<file path="src/hw/aesPkg.sv">
`default_nettype none

package aesPkg;

	typedef logic [31:0] aesWordT;
	// Word 0 is the most significant word of the block
	typedef aesWordT [0:3] aesBlockT;
	typedef logic [3:0] roundIdxT;
	typedef logic [7:0] apbAddrT;

	localparam roundIdxT NumRounds = 4'd10;

	// Register map
	localparam apbAddrT RegCtrl = 8'h00;
	localparam apbAddrT RegKey0 = 8'h08;
	localparam apbAddrT RegPlain0 = 8'h18;
	localparam apbAddrT RegCipher0 = 8'h28;
	localparam int CtrlGoBit = 0;
	localparam int CtrlDoneBit = 31;
	localparam aesWordT UnmappedRead = 32'h00000f0f;

	localparam logic [7:0] sBox [256] = '{
		8'h63, 8'h7c, 8'h77, 8'h7b, 8'hf2, 8'h6b, 8'h6f, 8'hc5,
		8'h30, 8'h01, 8'h67, 8'h2b, 8'hfe, 8'hd7, 8'hab, 8'h76,
		8'hca, 8'h82, 8'hc9, 8'h7d, 8'hfa, 8'h59, 8'h47, 8'hf0,
		8'had, 8'hd4, 8'ha2, 8'haf, 8'h9c, 8'ha4, 8'h72, 8'hc0,
		8'hb7, 8'hfd, 8'h93, 8'h26, 8'h36, 8'h3f, 8'hf7, 8'hcc,
		8'h34, 8'ha5, 8'he5, 8'hf1, 8'h71, 8'hd8, 8'h31, 8'h15,
		8'h04, 8'hc7, 8'h23, 8'hc3, 8'h18, 8'h96, 8'h05, 8'h9a,
		8'h07, 8'h12, 8'h80, 8'he2, 8'heb, 8'h27, 8'hb2, 8'h75,
		8'h09, 8'h83, 8'h2c, 8'h1a, 8'h1b, 8'h6e, 8'h5a, 8'ha0,
		8'h52, 8'h3b, 8'hd6, 8'hb3, 8'h29, 8'he3, 8'h2f, 8'h84,
		8'h53, 8'hd1, 8'h00, 8'hed, 8'h20, 8'hfc, 8'hb1, 8'h5b,
		8'h6a, 8'hcb, 8'hbe, 8'h39, 8'h4a, 8'h4c, 8'h58, 8'hcf,
		8'hd0, 8'hef, 8'haa, 8'hfb, 8'h43, 8'h4d, 8'h33, 8'h85,
		8'h45, 8'hf9, 8'h02, 8'h7f, 8'h50, 8'h3c, 8'h9f, 8'ha8,
		8'h51, 8'ha3, 8'h40, 8'h8f, 8'h92, 8'h9d, 8'h38, 8'hf5,
		8'hbc, 8'hb6, 8'hda, 8'h21, 8'h10, 8'hff, 8'hf3, 8'hd2,
		8'hcd, 8'h0c, 8'h13, 8'hec, 8'h5f, 8'h97, 8'h44, 8'h17,
		8'hc4, 8'ha7, 8'h7e, 8'h3d, 8'h64, 8'h5d, 8'h19, 8'h73,
		8'h60, 8'h81, 8'h4f, 8'hdc, 8'h22, 8'h2a, 8'h90, 8'h88,
		8'h46, 8'hee, 8'hb8, 8'h14, 8'hde, 8'h5e, 8'h0b, 8'hdb,
		8'he0, 8'h32, 8'h3a, 8'h0a, 8'h49, 8'h06, 8'h24, 8'h5c,
		8'hc2, 8'hd3, 8'hac, 8'h62, 8'h91, 8'h95, 8'he4, 8'h79,
		8'he7, 8'hc8, 8'h37, 8'h6d, 8'h8d, 8'hd5, 8'h4e, 8'ha9,
		8'h6c, 8'h56, 8'hf4, 8'hea, 8'h65, 8'h7a, 8'hae, 8'h08,
		8'hba, 8'h78, 8'h25, 8'h2e, 8'h1c, 8'ha6, 8'hb4, 8'hc6,
		8'he8, 8'hdd, 8'h74, 8'h1f, 8'h4b, 8'hbd, 8'h8b, 8'h8a,
		8'h70, 8'h3e, 8'hb5, 8'h66, 8'h48, 8'h03, 8'hf6, 8'h0e,
		8'h61, 8'h35, 8'h57, 8'hb9, 8'h86, 8'hc1, 8'h1d, 8'h9e,
		8'he1, 8'hf8, 8'h98, 8'h11, 8'h69, 8'hd9, 8'h8e, 8'h94,
		8'h9b, 8'h1e, 8'h87, 8'he9, 8'hce, 8'h55, 8'h28, 8'hdf,
		8'h8c, 8'ha1, 8'h89, 8'h0d, 8'hbf, 8'he6, 8'h42, 8'h68,
		8'h41, 8'h99, 8'h2d, 8'h0f, 8'hb0, 8'h54, 8'hbb, 8'h16
	};

	function automatic aesWordT rotWord(aesWordT w);
		return {w[23:0], w[31:24]};
	endfunction

	function automatic aesWordT subWord(aesWordT w);
		return {sBox[w[31:24]], sBox[w[23:16]], sBox[w[15:8]], sBox[w[7:0]]};
	endfunction

	// Multiply by x in GF(2^8), polynomial 0x11b
	function automatic logic [7:0] xtime(logic [7:0] b);
		return {b[6:0], 1'b0} ^ (b[7] ? 8'h1b : 8'h00);
	endfunction

	function automatic logic [7:0] nextRcon(logic [7:0] rc);
		return xtime(rc);
	endfunction

	// Row r of column c comes from column c + r
	function automatic aesBlockT subShiftRows(aesBlockT s);
		aesBlockT r;
		for (int c = 0; c < 4; c++) begin
			for (int b = 0; b < 4; b++) begin
				r[c][31 - 8 * b -: 8] = sBox[s[(c + b) % 4][31 - 8 * b -: 8]];
			end
		end
		return r;
	endfunction

	function automatic aesWordT mixWord(aesWordT w);
		logic [7:0] a0, a1, a2, a3;
		a0 = w[31:24];
		a1 = w[23:16];
		a2 = w[15:8];
		a3 = w[7:0];
		return {xtime(a0) ^ xtime(a1) ^ a1 ^ a2 ^ a3,
			a0 ^ xtime(a1) ^ xtime(a2) ^ a2 ^ a3,
			a0 ^ a1 ^ xtime(a2) ^ xtime(a3) ^ a3,
			xtime(a0) ^ a0 ^ a1 ^ a2 ^ xtime(a3)};
	endfunction

	function automatic aesBlockT mixColumns(aesBlockT s);
		aesBlockT r;
		for (int c = 0; c < 4; c++) begin
			r[c] = mixWord(s[c]);
		end
		return r;
	endfunction

endpackage

`default_nettype wire

</file>
<file path="src/hw/aesJobIf.sv">
`default_nettype none

interface aesJobIf
	import aesPkg::*;
();

	logic start;
	aesBlockT key;
	aesBlockT plainBlock;
	logic resultValid;
	aesBlockT cipherBlock;

	modport bank (
		output start, key, plainBlock,
		input resultValid, cipherBlock
	);

	modport sched (
		input start, key, plainBlock
	);

	modport core (
		output resultValid, cipherBlock
	);

endinterface

`default_nettype wire

</file>
<file path="src/hw/aesRegBank.sv">
`default_nettype none

module aesRegBank
	import aesPkg::*;
(
	input logic clk,
	input logic rst_n,
	input logic psel,
	input logic penable,
	input logic pwrite,
	input apbAddrT paddr,
	input aesWordT pwdata,
	output aesWordT prdata,
	output logic pready,
	output logic pslverr,
	aesJobIf.bank job
);

	logic access;
	logic wrAccess;
	apbAddrT keyOff;
	apbAddrT plainOff;
	apbAddrT cipherOff;
	logic ctrlHit;
	logic keyHit;
	logic plainHit;
	logic cipherHit;
	logic goReq;
	logic goAccept;
	aesBlockT keyReg;
	aesBlockT plainReg;
	aesBlockT cipherReg;
	logic startReg;
	logic busy;
	logic done;

	assign access = psel & penable;
	assign wrAccess = access & pwrite;

	// Word offsets into each four-word group
	assign keyOff = paddr - RegKey0;
	assign plainOff = paddr - RegPlain0;
	assign cipherOff = paddr - RegCipher0;

	assign ctrlHit = (paddr == RegCtrl);
	assign keyHit = (keyOff < 8'd16) && (keyOff[1:0] == 2'b00);
	assign plainHit = (plainOff < 8'd16) && (plainOff[1:0] == 2'b00);
	assign cipherHit = (cipherOff < 8'd16) && (cipherOff[1:0] == 2'b00);

	assign goReq = wrAccess & ctrlHit & pwdata[CtrlGoBit];
	assign goAccept = goReq & ~busy;

	// Zero wait states
	assign pready = 1'b1;

	assign pslverr = access & (~(ctrlHit | keyHit | plainHit | cipherHit)
		| (pwrite & cipherHit)
		| (goReq & busy));

	always_comb begin
		prdata = UnmappedRead;
		if (ctrlHit) begin
			prdata = '0;
			prdata[CtrlDoneBit] = done;
			prdata[CtrlGoBit] = busy;
		end else if (keyHit) begin
			prdata = keyReg[keyOff[3:2]];
		end else if (plainHit) begin
			prdata = plainReg[plainOff[3:2]];
		end else if (cipherHit) begin
			prdata = cipherReg[cipherOff[3:2]];
		end
	end

	always_ff @(posedge clk or negedge rst_n) begin
		if (!rst_n) begin
			keyReg <= '0;
			plainReg <= '0;
			cipherReg <= '0;
			startReg <= 1'b0;
			busy <= 1'b0;
			done <= 1'b0;
		end else begin
			startReg <= goAccept;
			if (wrAccess && keyHit) begin
				keyReg[keyOff[3:2]] <= pwdata;
			end
			if (wrAccess && plainHit) begin
				plainReg[plainOff[3:2]] <= pwdata;
			end
			// A busy GO is dropped and only flagged on pslverr
			if (goAccept) begin
				busy <= 1'b1;
				done <= 1'b0;
			end else if (job.resultValid) begin
				busy <= 1'b0;
				done <= 1'b1;
				cipherReg <= job.cipherBlock;
			end
		end
	end

	assign job.start = startReg;
	assign job.key = keyReg;
	assign job.plainBlock = plainReg;

endmodule

`default_nettype wire

</file>
<file path="src/flat_wrapper.sv">
// flat-port wrapper written by rule: the top's interface ports become plain ports
module aesRegBank_flat import aesPkg::*;
  (clk, rst_n, psel, penable, pwrite, paddr, pwdata, prdata, pready, pslverr, job_start, job_key, job_plainBlock, job_resultValid, job_cipherBlock);
  aesJobIf job_i ();
  input logic clk;
  input logic rst_n;
  input logic psel;
  input logic penable;
  input logic pwrite;
  input apbAddrT paddr;
  input aesWordT pwdata;
  output aesWordT prdata;
  output logic pready;
  output logic pslverr;
  output wire logic [$bits(job_i.start)-1:0] job_start;
  output wire logic [$bits(job_i.key)-1:0] job_key;
  output wire logic [$bits(job_i.plainBlock)-1:0] job_plainBlock;
  input wire logic [$bits(job_i.resultValid)-1:0] job_resultValid;
  input wire logic [$bits(job_i.cipherBlock)-1:0] job_cipherBlock;
  assign job_start = job_i.start;
  assign job_key = job_i.key;
  assign job_plainBlock = job_i.plainBlock;
  assign job_i.resultValid = job_resultValid;
  assign job_i.cipherBlock = job_cipherBlock;
  aesRegBank u_core (.clk(clk), .rst_n(rst_n), .psel(psel), .penable(penable), .pwrite(pwrite), .paddr(paddr), .pwdata(pwdata), .prdata(prdata), .pready(pready), .pslverr(pslverr), .job(job_i));
endmodule
</file>
<file path="config.mk">
export PLATFORM = sky130hd
export DESIGN_NAME = aesRegBank_flat
export DESIGN_NICKNAME = d
export VERILOG_FILES = /design/src/hw/aesPkg.sv /design/src/hw/aesJobIf.sv /design/src/hw/aesRegBank.sv /design/src/flat_wrapper.sv
export SDC_FILE = /design/constraint.sdc
export NUM_CORES = 1
export LEC_CHECK = 0
export BUFFER_PORTS_ARGS = -buffer_cell sky130_fd_sc_hd__buf_2
export CAP_MARGIN = 25
export CORE_ASPECT_RATIO = 1.5
export CORE_MARGIN = 1.5
export CORE_UTILIZATION = 50
export CTS_CLUSTER_SIZE = 24
export DETAILED_ROUTE_END_ITERATION = 16
export PLACE_DENSITY = 0.87
export SETUP_SLACK_MARGIN = 0.3
export SLEW_MARGIN = 20
export SYNTH_ARGS = -nofsm -noshare
export SYNTH_HDL_FRONTEND = slang
export SYNTH_SLANG_ARGS = --single-unit
</file>
<file path="constraint.sdc">
create_clock -name clk -period 3.3 [get_ports clk]
set_input_delay 0.66 -clock clk [delete_from_list [all_inputs] [get_ports clk]]
set_output_delay 0.66 -clock clk [all_outputs]
set_load 0.03 [all_outputs]
</file>
; Word level (Yosys, flattened, before mapping)
; Index checks and enable logic that the tools add are counted.
[totals]
regBits = 387
inputBits = 174
out_inout_bits = 291
word_cells = 81
[op_classes]
add_sub_neg = 3
n_lt_le_gt_ge = 8
muxes = 23
bitwise = 19
reduce_logical = 13
[op_table]
columns = op, n
row1 = $mux W32, 12
row2 = $bwmux W128, 2
row3 = $bmux W32 S2, 3
row4 = $demux W32 S2, 2
row5 = $lt A8 B5 Y1 const B, 3
row6 = $ge A3 B3 Y1 const B, 3
row7 = $not A2 Y3, 3
row8 = $and A1 B1 Y1, 8
row9 = $logic_not A8 Y1, 1
row10 = $sub A8 B4 Y8 const B, 1
row11 = $sub A8 B5 Y8 const B, 1
row12 = $sub A8 B6 Y8 const B, 1
row13 = $logic_and A1 B1 Y1, 7
row14 = $logic_not A2 Y1, 3
row15 = $lt A3 B1 Y1 const B, 2
row16 = $or A1 B1 Y1, 5
row17 = $mux W1, 4
row18 = $not A1 Y1, 3
row19 = $reduce_and A2 Y1, 1
row20 = $reduce_bool A2 Y1, 1

; Depth between registers and ports, before layout
; Gate-level depths: netlist of the first run.
[logic_depth]
word_depth = 10
mapped_depth = 8
ltp_nobuf = 6

; Worst setup path after synthesis of the first run
; No wires, ideal clock.
[synth_timing]
path_type = in2out
start = input paddr[3]
end = output prdata[30]
arrival_time_ns = 2.645
required_ns = 2.640
path_slack_ns = -0.005
stages = 7
n_path_buf = 2
path_cell_list = inv_1 ha_1 nor4b_4 nand4_2 buf_2 buf_1 a31oi_1
[synth_between]
elab_chain_len = 9
word_cells_on_any_way = 26
classes_between = add/sub: 3 / order compare: 3 / mux: 13 / bitwise: 3 / reduce/logical: 4
[synth_rtl]
columns = item, line_no
row1 = "start, declared", flat_wrapper.sv:10  ; input apbAddrT paddr;
row2 = "parallel branches: the longest is 8 deep, another holds $sub A8 B6 Y8", n/a
row3 = $mux W32 *, aesRegBank.sv:62  ; if (ctrlHit) begin
row4 = "end, declared", flat_wrapper.sv:12  ; output aesWordT prdata;
; Mark *: on every way between the ends. The select of a mux whose other input is x is not followed.

; Worst setup path after layout of the first run
[layout_timing]
start = input paddr[4]
end = output prdata[8]
[layout_between]
elab_chain_len = 7
word_cells_on_any_way = 14
classes_between = add/sub: 3 / order compare: 3 / mux: 4 / reduce/logical: 4
[layout_rtl]
columns = item, line_no
row1 = $sub A8 B6 Y8, aesRegBank.sv:43  ; assign cipherOff = paddr - RegCipher0;
row2 = $lt A8 B5 Y1, aesRegBank.sv:48  ; assign cipherHit = (cipherOff < 8'd16) && (cipherOff[1:0] == 2'b00);
row3 = $logic_and A1 B1 Y1, aesRegBank.sv:48
row4 = $mux W32, aesRegBank.sv:70  ; end else if (cipherHit) begin
row5 = $mux W32, aesRegBank.sv:68  ; end else if (plainHit) begin
row6 = $mux W32, aesRegBank.sv:66  ; end else if (keyHit) begin
row7 = $mux W32 *, aesRegBank.sv:62
; Mark *: on every way between the ends. The rest lies on a longest branch, timed or not.

==> results of run 1 <==
## logic make-up (layout without fill, tap and decap cells)
group	count (synthesis)	count (layout)	synth area share, %
mux	480	480	36.7
flops	387	387	54.7
simple gates	121	121	3.95
buf+inv	86	625	2.52
compound gates	43	43	1.73
xor+xnor	4	4	0.240
fa+ha+maj	2	2	0.141
other cells	1	3	0.0212
## power groups by stage
| stage | Sequential [mW] | Clock, mW | Combinational [mW] |
|---|---|---|---|
| 2_1_floorplan | 5.25 | 0 | 0.570 |
| 3_3_place_gp | 5.15 | 0 | 1.22 |
| 3_5_place_dp | 5.18 | 0 | 1.25 |
| 4_1_cts | 5.09 | 4.43 | 1.30 |
| 5_1_grt | 5.11 | 4.60 | 1.40 |
| 6_report | 5.10 | 4.38 | 1.32 |
## layer usage
metal  up-vias  routed length (microns)  GRT usage [%]  part of all wire [%]
met1      6589                    20100           35.5                    33
met4         4                     5040           24.9                   8.3
met2       694                    31600           57.5                    52
met3       244                     4350           7.46                   7.1
li1       5296                        -              -                     -
met5         -                       25              0                 0.041
## stage by stage
step           worst slack [ns]  hold WS [ns]  TNS [ns]  instance area [sq um]  power [mW]
3_5_place_dp            -0.0184         0.490   -0.0216                  21400        6.43
5_1_grt                   0.195         0.187         0                  23500        11.1
4_1_cts                   0.187         0.176         0                  23200        10.8
3_3_place_gp             0.0449         0.482         0                  21400        6.38
2_1_floorplan             0.256         0.364         0                  18100        5.82
6_report                  0.232         0.155         0                  23500        10.8
## state kept, by name, indices dropped and copies added, names as in the netlist
signal and cells:
u_core.done 1, u_core.job.start 1, u_core.job.plainBlock 128, u_core.job.key 128
u_core.cipherReg 128, u_core.busy 1
## synth_stat cells (2+ instances only)
library cell	n
a211oi_1	2
a31oi_1	23
buf_1	9
buf_2	39
buf_4	14
buf_6	3
clkbuf_1	17
dfrtp_1	387
ha_1	2
inv_1	4
mux2_1	24
mux2_2	360
mux4_2	96
nand2_1	2
nand2b_1	3
nand3_1	51
nand3_4	3
nor2_1	26
nor3_1	23
o31ai_1	3
o32ai_1	9
or3_1	2
xnor2_1	2
## path summary, 6_finish.rpt
path / startpoint / endpoint / slack (ns)
max: paddr[4] / prdata[8] / 0.23
min: rst_n / u_core.job.plainBlock[102] / 0.15
max reg2reg: u_core.busy / u_core.cipherReg[104] / 1.51
min reg2reg: u_core.cipherReg[99] / u_core.cipherReg[99] / 0.50
max in group asynchronous: rst_n / u_core.job.key[126] / 2.31
min in group clk: job_cipherBlock[62] / u_core.cipherReg[62] / 0.35
## timing repair
item / CTS / global route
pin swaps: 3 / 17
setup endpoints to repair: 33 / 35
setup buffers: 9 / 6
resized for setup: 91 / 57
cloned: 7 / 1
## placed cells by master (no fill, tap or decap), types with 3 or more instances in the layout
| cell type | count |
|---|---|
| buf_2 | 431 |
| dfrtp_1 | 387 |
| mux2_2 | 360 |
| mux4_2 | 96 |
| buf_4 | 53 |
| nand3_1 | 39 |
| clkbuf_16 | 39 |
| buf_6 | 33 |
| mux2_1 | 24 |
| buf_12 | 24 |
| a31oi_4 | 21 |
| nor3_1 | 17 |
| nand3_2 | 12 |
| nor2_4 | 11 |
| nor2_1 | 11 |
| clkbuf_1 | 10 |
| buf_16 | 9 |
| nor3_2 | 6 |
| clkinv_2 | 6 |
| o32ai_1 | 5 |
| clkbuf_8 | 5 |
| nor2_2 | 4 |
| o32ai_2 | 4 |
| buf_8 | 4 |
| nand3_4 | 3 |
| bufinv_16 | 3 |
## cell type report
cell class                      count  area share (%)
Inverter                            4          0.0746
Sequential cell                   387            41.2
Clock buffer                       54            4.61
Antenna cell                        2          0.0213
Clock inverter                     13           0.655
Multi-Input combinational cell    651            35.1
Tap cell                          473            2.52
Timing Repair Buffer              554            15.8
## worst max-delay path, delay by kind of cell
kind	cells	cell delay, ns
buffers and inverters	4	0.72
AND/OR/NAND/NOR	3	0.92
AO/OA/AOI/OAI	1	0.09
==> impl_metrics.toml, run 1 <==
[timing]
max_freq_mhz = 326
period_needed_ns = 3.07
max_slew_margin_pct = 50.7
clock_skew_ns = 0.0110
grt_setup_unrepaired = "true"
drv_slew = 0
finalCritPeriodShare_pct = 93.0
worstMarginPinSlew_ns = 0.740
setup_viol_count_final = 0
timing_hold_violations_final = 0

[floorplan]
rows = 84
fp.dieH_microns = 233
die_area_sq_um = 36500
core-area_sq_um = 35000
die_w_microns = 157
io_pins = 465
initial_core_util_pct = 50.6

[placed_design]
port_buffers = 463
hpwl_microns = 42200
gp_congestion = 0.873
dpl.cell_count = 2046

[critical_path]
cp_max_fo = 9
crit_chain = "buf_8 > buf_6 > or4_4 > nand4_4 > buf_4 > o32ai_1 > nor3_1 > buf_2"
slowest_delay_ns = 0.51
cpMaxStageDelayCell = "or4_4"
startpoint_type = "input port"
r2r_cells = 4
cp-end-kind = "output pin"
cp.arrival_ns = 2.41
crit_type = "in2out"
crit_required_ns = 2.64

[route]
drc_errors = 0
firstDrtPassIters = 5
dr_total_vias = 12827
drt_wl_total_microns = 61100
via_per_inst = 6.00
drtAntennaViolNets = 0
drt_iter0_markers = 930
wire_per_inst_microns = 28.6

[clock_network]
clock_latency_ns = 0.54
htreeDepth = 2
cts_buffers = 38
path_clk_slew_ns = 0.07
hold_buffers = 0
clock_sinks = 387
tritoncts = "yes"
cts_root_buf = "clkbuf_16"
cts_buffer_depth = 3

[worst_hold_path]
min_path_type = "in2async"

[logic_synthesis]
synth_nets = 1300
synth_edf_count = 0
syn_area_sq_um = 17700
netlist-cell-type-count = 43
ys_ff_latch = 387
ys_seq_area_share_pct = 54.7
yosys.area.top_type = "dfrtp_1"
synth_async_sr_flop_share_pct = 100
netlist_instances = 1124
yosys_warnings = 0
ys.flop_type = "dfrtp_1"
avgSynthCellArea_sq_um = 15.7
synth.area.top_cells = "dfrtp_1 (55%), mux2_2 (23%), mux4_2 (12%), mux2_1 (1.5%), nand3_1 (1.4%)"
synth.top_cell.area_share_pct = 54.7

[finish]
fillers = 2364
utilization_pct = 67.1
layoutNonFillerInstCount = 2138
area.growth.synth_to_final_pct = 32.7
multi_input_area_sq_um = 8240
final_nets = 1812
seqCellArea_sq_um = 9680
drive_above_1_share_pct = 69.3

[pwr]
powerDensity_nw_per_um2 = 460
clkPwrFrac_pct = 40.6
combPwrFrac_pct = 12.2
p_sw_mw = 2.72
p_leak_nw = 11.7
p_seq_share_pct = 47.2
p_sw_share_pct = 25.2
ir_drop_mv = 0.540
intPower_mw = 8.07

[outcome]
status = "completed"

[job]
max-cap-violations = 0

[grt]
grt_max_degree = 85
grt_overflow_total = 0
antenna_found_initial = 5
grt_pass1_wl_microns = 88000
grt_usage_pct = 33.3
grt_pass1_vias = 13874
Power figures use the tool's default switching activity.
==> run 2, diff against run 1 <==
CAP_MARGIN = default   (was 25)
CTS_BUF_LIST = sky130_fd_sc_hd__clkbuf_8   (was default)
PLACE_DENSITY = 0.76   (was 0.87)
==> impl_metrics.toml, run 2 (synthesized netlist as in run 1, its figures left out) <==
[grt]
antenna_found_initial = 4
met1_usage_pct = 33.5
top_usage_layer = "met2"
use_met2_pct = 56.2
grt_overflow_total = 0
grt_usage_pct = 31.5
gr-usage-met3_pct = 7.31
grt_max_degree = 78
grt_pass1_vias = 13583
grt_pass1_wl_microns = 83600

[finish]
layoutNonFillerInstCount = 2185
fillers = 2509
final_area_sq_um = 23600
area.growth.synth_to_final_pct = 33.4
mostFrequentLayoutCells = "buf_2 (428), dfrtp_1 (387), mux2_2 (360)"
utilization_pct = 67.5
layout_commonest_cell = "buf_2"
drive_above_1_share_pct = 70.2
final_nets = 1837

[critical_path]
cp_max_fo = 8
cpLargestDelayFamily = "simple AND/OR/NAND/NOR gates"
cp.arrival_ns = 2.40
r2r_cells = 4
crit_type = "in2out"
path_common_cell = "buf_4"
cp-end-kind = "output pin"
critPathBufInv = 4
startpoint_type = "input port"
reg2reg_slack_ns = 1.57
cpMaxStageDelayCell = "or4_4"
worstReg2RegStart = "u_core.busy"
regToRegEndpoint = "u_core.cipherReg[99]"
crit_required_ns = 2.64
crit_chain = "buf_2 > or4_4 > nand4_4 > buf_4 > buf_6 > o32ai_1 > a211oi_2 > buf_4"
slowest_delay_ns = 0.59

[timing]
timing_hold_violations_final = 0
whs_ns = 0.0520
clock_skew_ns = 0.0129
max_slew_margin_pct = 56.1
worstMarginPinSlew_ns = 0.659
fin_ws_ns = 0.235
drv_slew = 0
setup_viol_count_final = 0
grt_setup_unrepaired = "true"
max_freq_mhz = 326
finalCritPeriodShare_pct = 92.9
finalSetupTns_ns = 0
period_needed_ns = 3.06

[placed_design]
gp_congestion = 0.890
placed_cell_area_sq_um = 21400
place_ws_ns = 0.0279
port_buffers = 463
hpwl_microns = 40300
dpl.cell_count = 2043

[pwr]
power_mw = 10.3
intPower_mw = 7.56
p_leak_nw = 11.8
p_sw_mw = 2.69
ir_drop_mv = 0.405
clkPwrFrac_pct = 37.3
p_sw_share_pct = 26.2
p_seq_share_pct = 49.7
combPwrFrac_pct = 13.0
powerDensity_nw_per_um2 = 434

[route]
drc_errors = 0
drtAntennaViolNets = 0
firstDrtPassIters = 5
dr_total_vias = 12731
drt_iter0_markers = 762
drt_wl_total_microns = 58200
wire_per_inst_microns = 26.6
via_per_inst = 5.83

[floorplan]
core-area_sq_um = 35000
rows = 84
die_w_microns = 157
die_area_sq_um = 36500
fp.dieH_microns = 233
io_pins = 465
initial_core_util_pct = 50.6

[clock_network]
path_clk_slew_ns = 0.07
tritoncts = "yes"
clock_sinks = 387
cts_root_buf = "clkbuf_8"
cts_buffers = 57
hold_buffers = 0
cts_buffer_depth = 3
htreeDepth = 2
clock_latency_ns = 0.60

[job]
max-cap-violations = 0

[outcome]
status = "completed"

[worst_hold_path]
min_path_type = "in2async"
## run 2: final cells by class
class | instances | area (sq um) | share of cell area [%]
timing repair buffer | 560 | 3850 | 16.3
sequential | 387 | 9680 | 41.0
clock inverter | 37 | 184 | 0.779
inverter | 4 | 22.5 | 0.0954
clock buffer | 70 | 963 | 4.08
antenna | 3 | 7.51 | 0.0318
multi-input combinational | 651 | 8310 | 35.2
tap | 473 | 592 | 2.51
## run 2: layer usage
layer,share of wire [%],up-vias
met5,0.022,-
met4,6.7,2
met3,7.4,164
met2,53,597
met1,33,6621
li1,-,5347
## run 2: how the worst max path moves through the flow
stage          cells after the start          to  slack, ns     start
2_1_floorplan                      6   prdata[2]       0.26  paddr[3]
3_3_place_gp                       9  prdata[18]       0.11  paddr[3]
3_5_place_dp                       9  prdata[18]       0.03  paddr[3]
4_1_cts                           11  prdata[24]       0.26  paddr[4]
5_1_grt                           11  prdata[31]       0.20  paddr[3]
6_report                           8   prdata[0]       0.24  paddr[5]
## run 2: repair_timing
action                                 4_1_cts  5_1_grt
pin swaps                                   11        9
cloned                                       7        3
gates resized for setup                    117       38
buffers inserted                            16        6
endpoints found under the hold margin        0        0
setup endpoints to repair                   33       33
## run 2: power groups by stage
stage / sequential [mW] / clock (mW) / combinational (mW)
floorplan: 5.25 / 0 / 0.570
global placement: 5.15 / 0 / 1.21
detailed placement: 5.17 / 0 / 1.24
CTS: 5.09 / 3.91 / 1.30
global route: 5.11 / 4.09 / 1.41
finish: 5.09 / 3.83 / 1.33
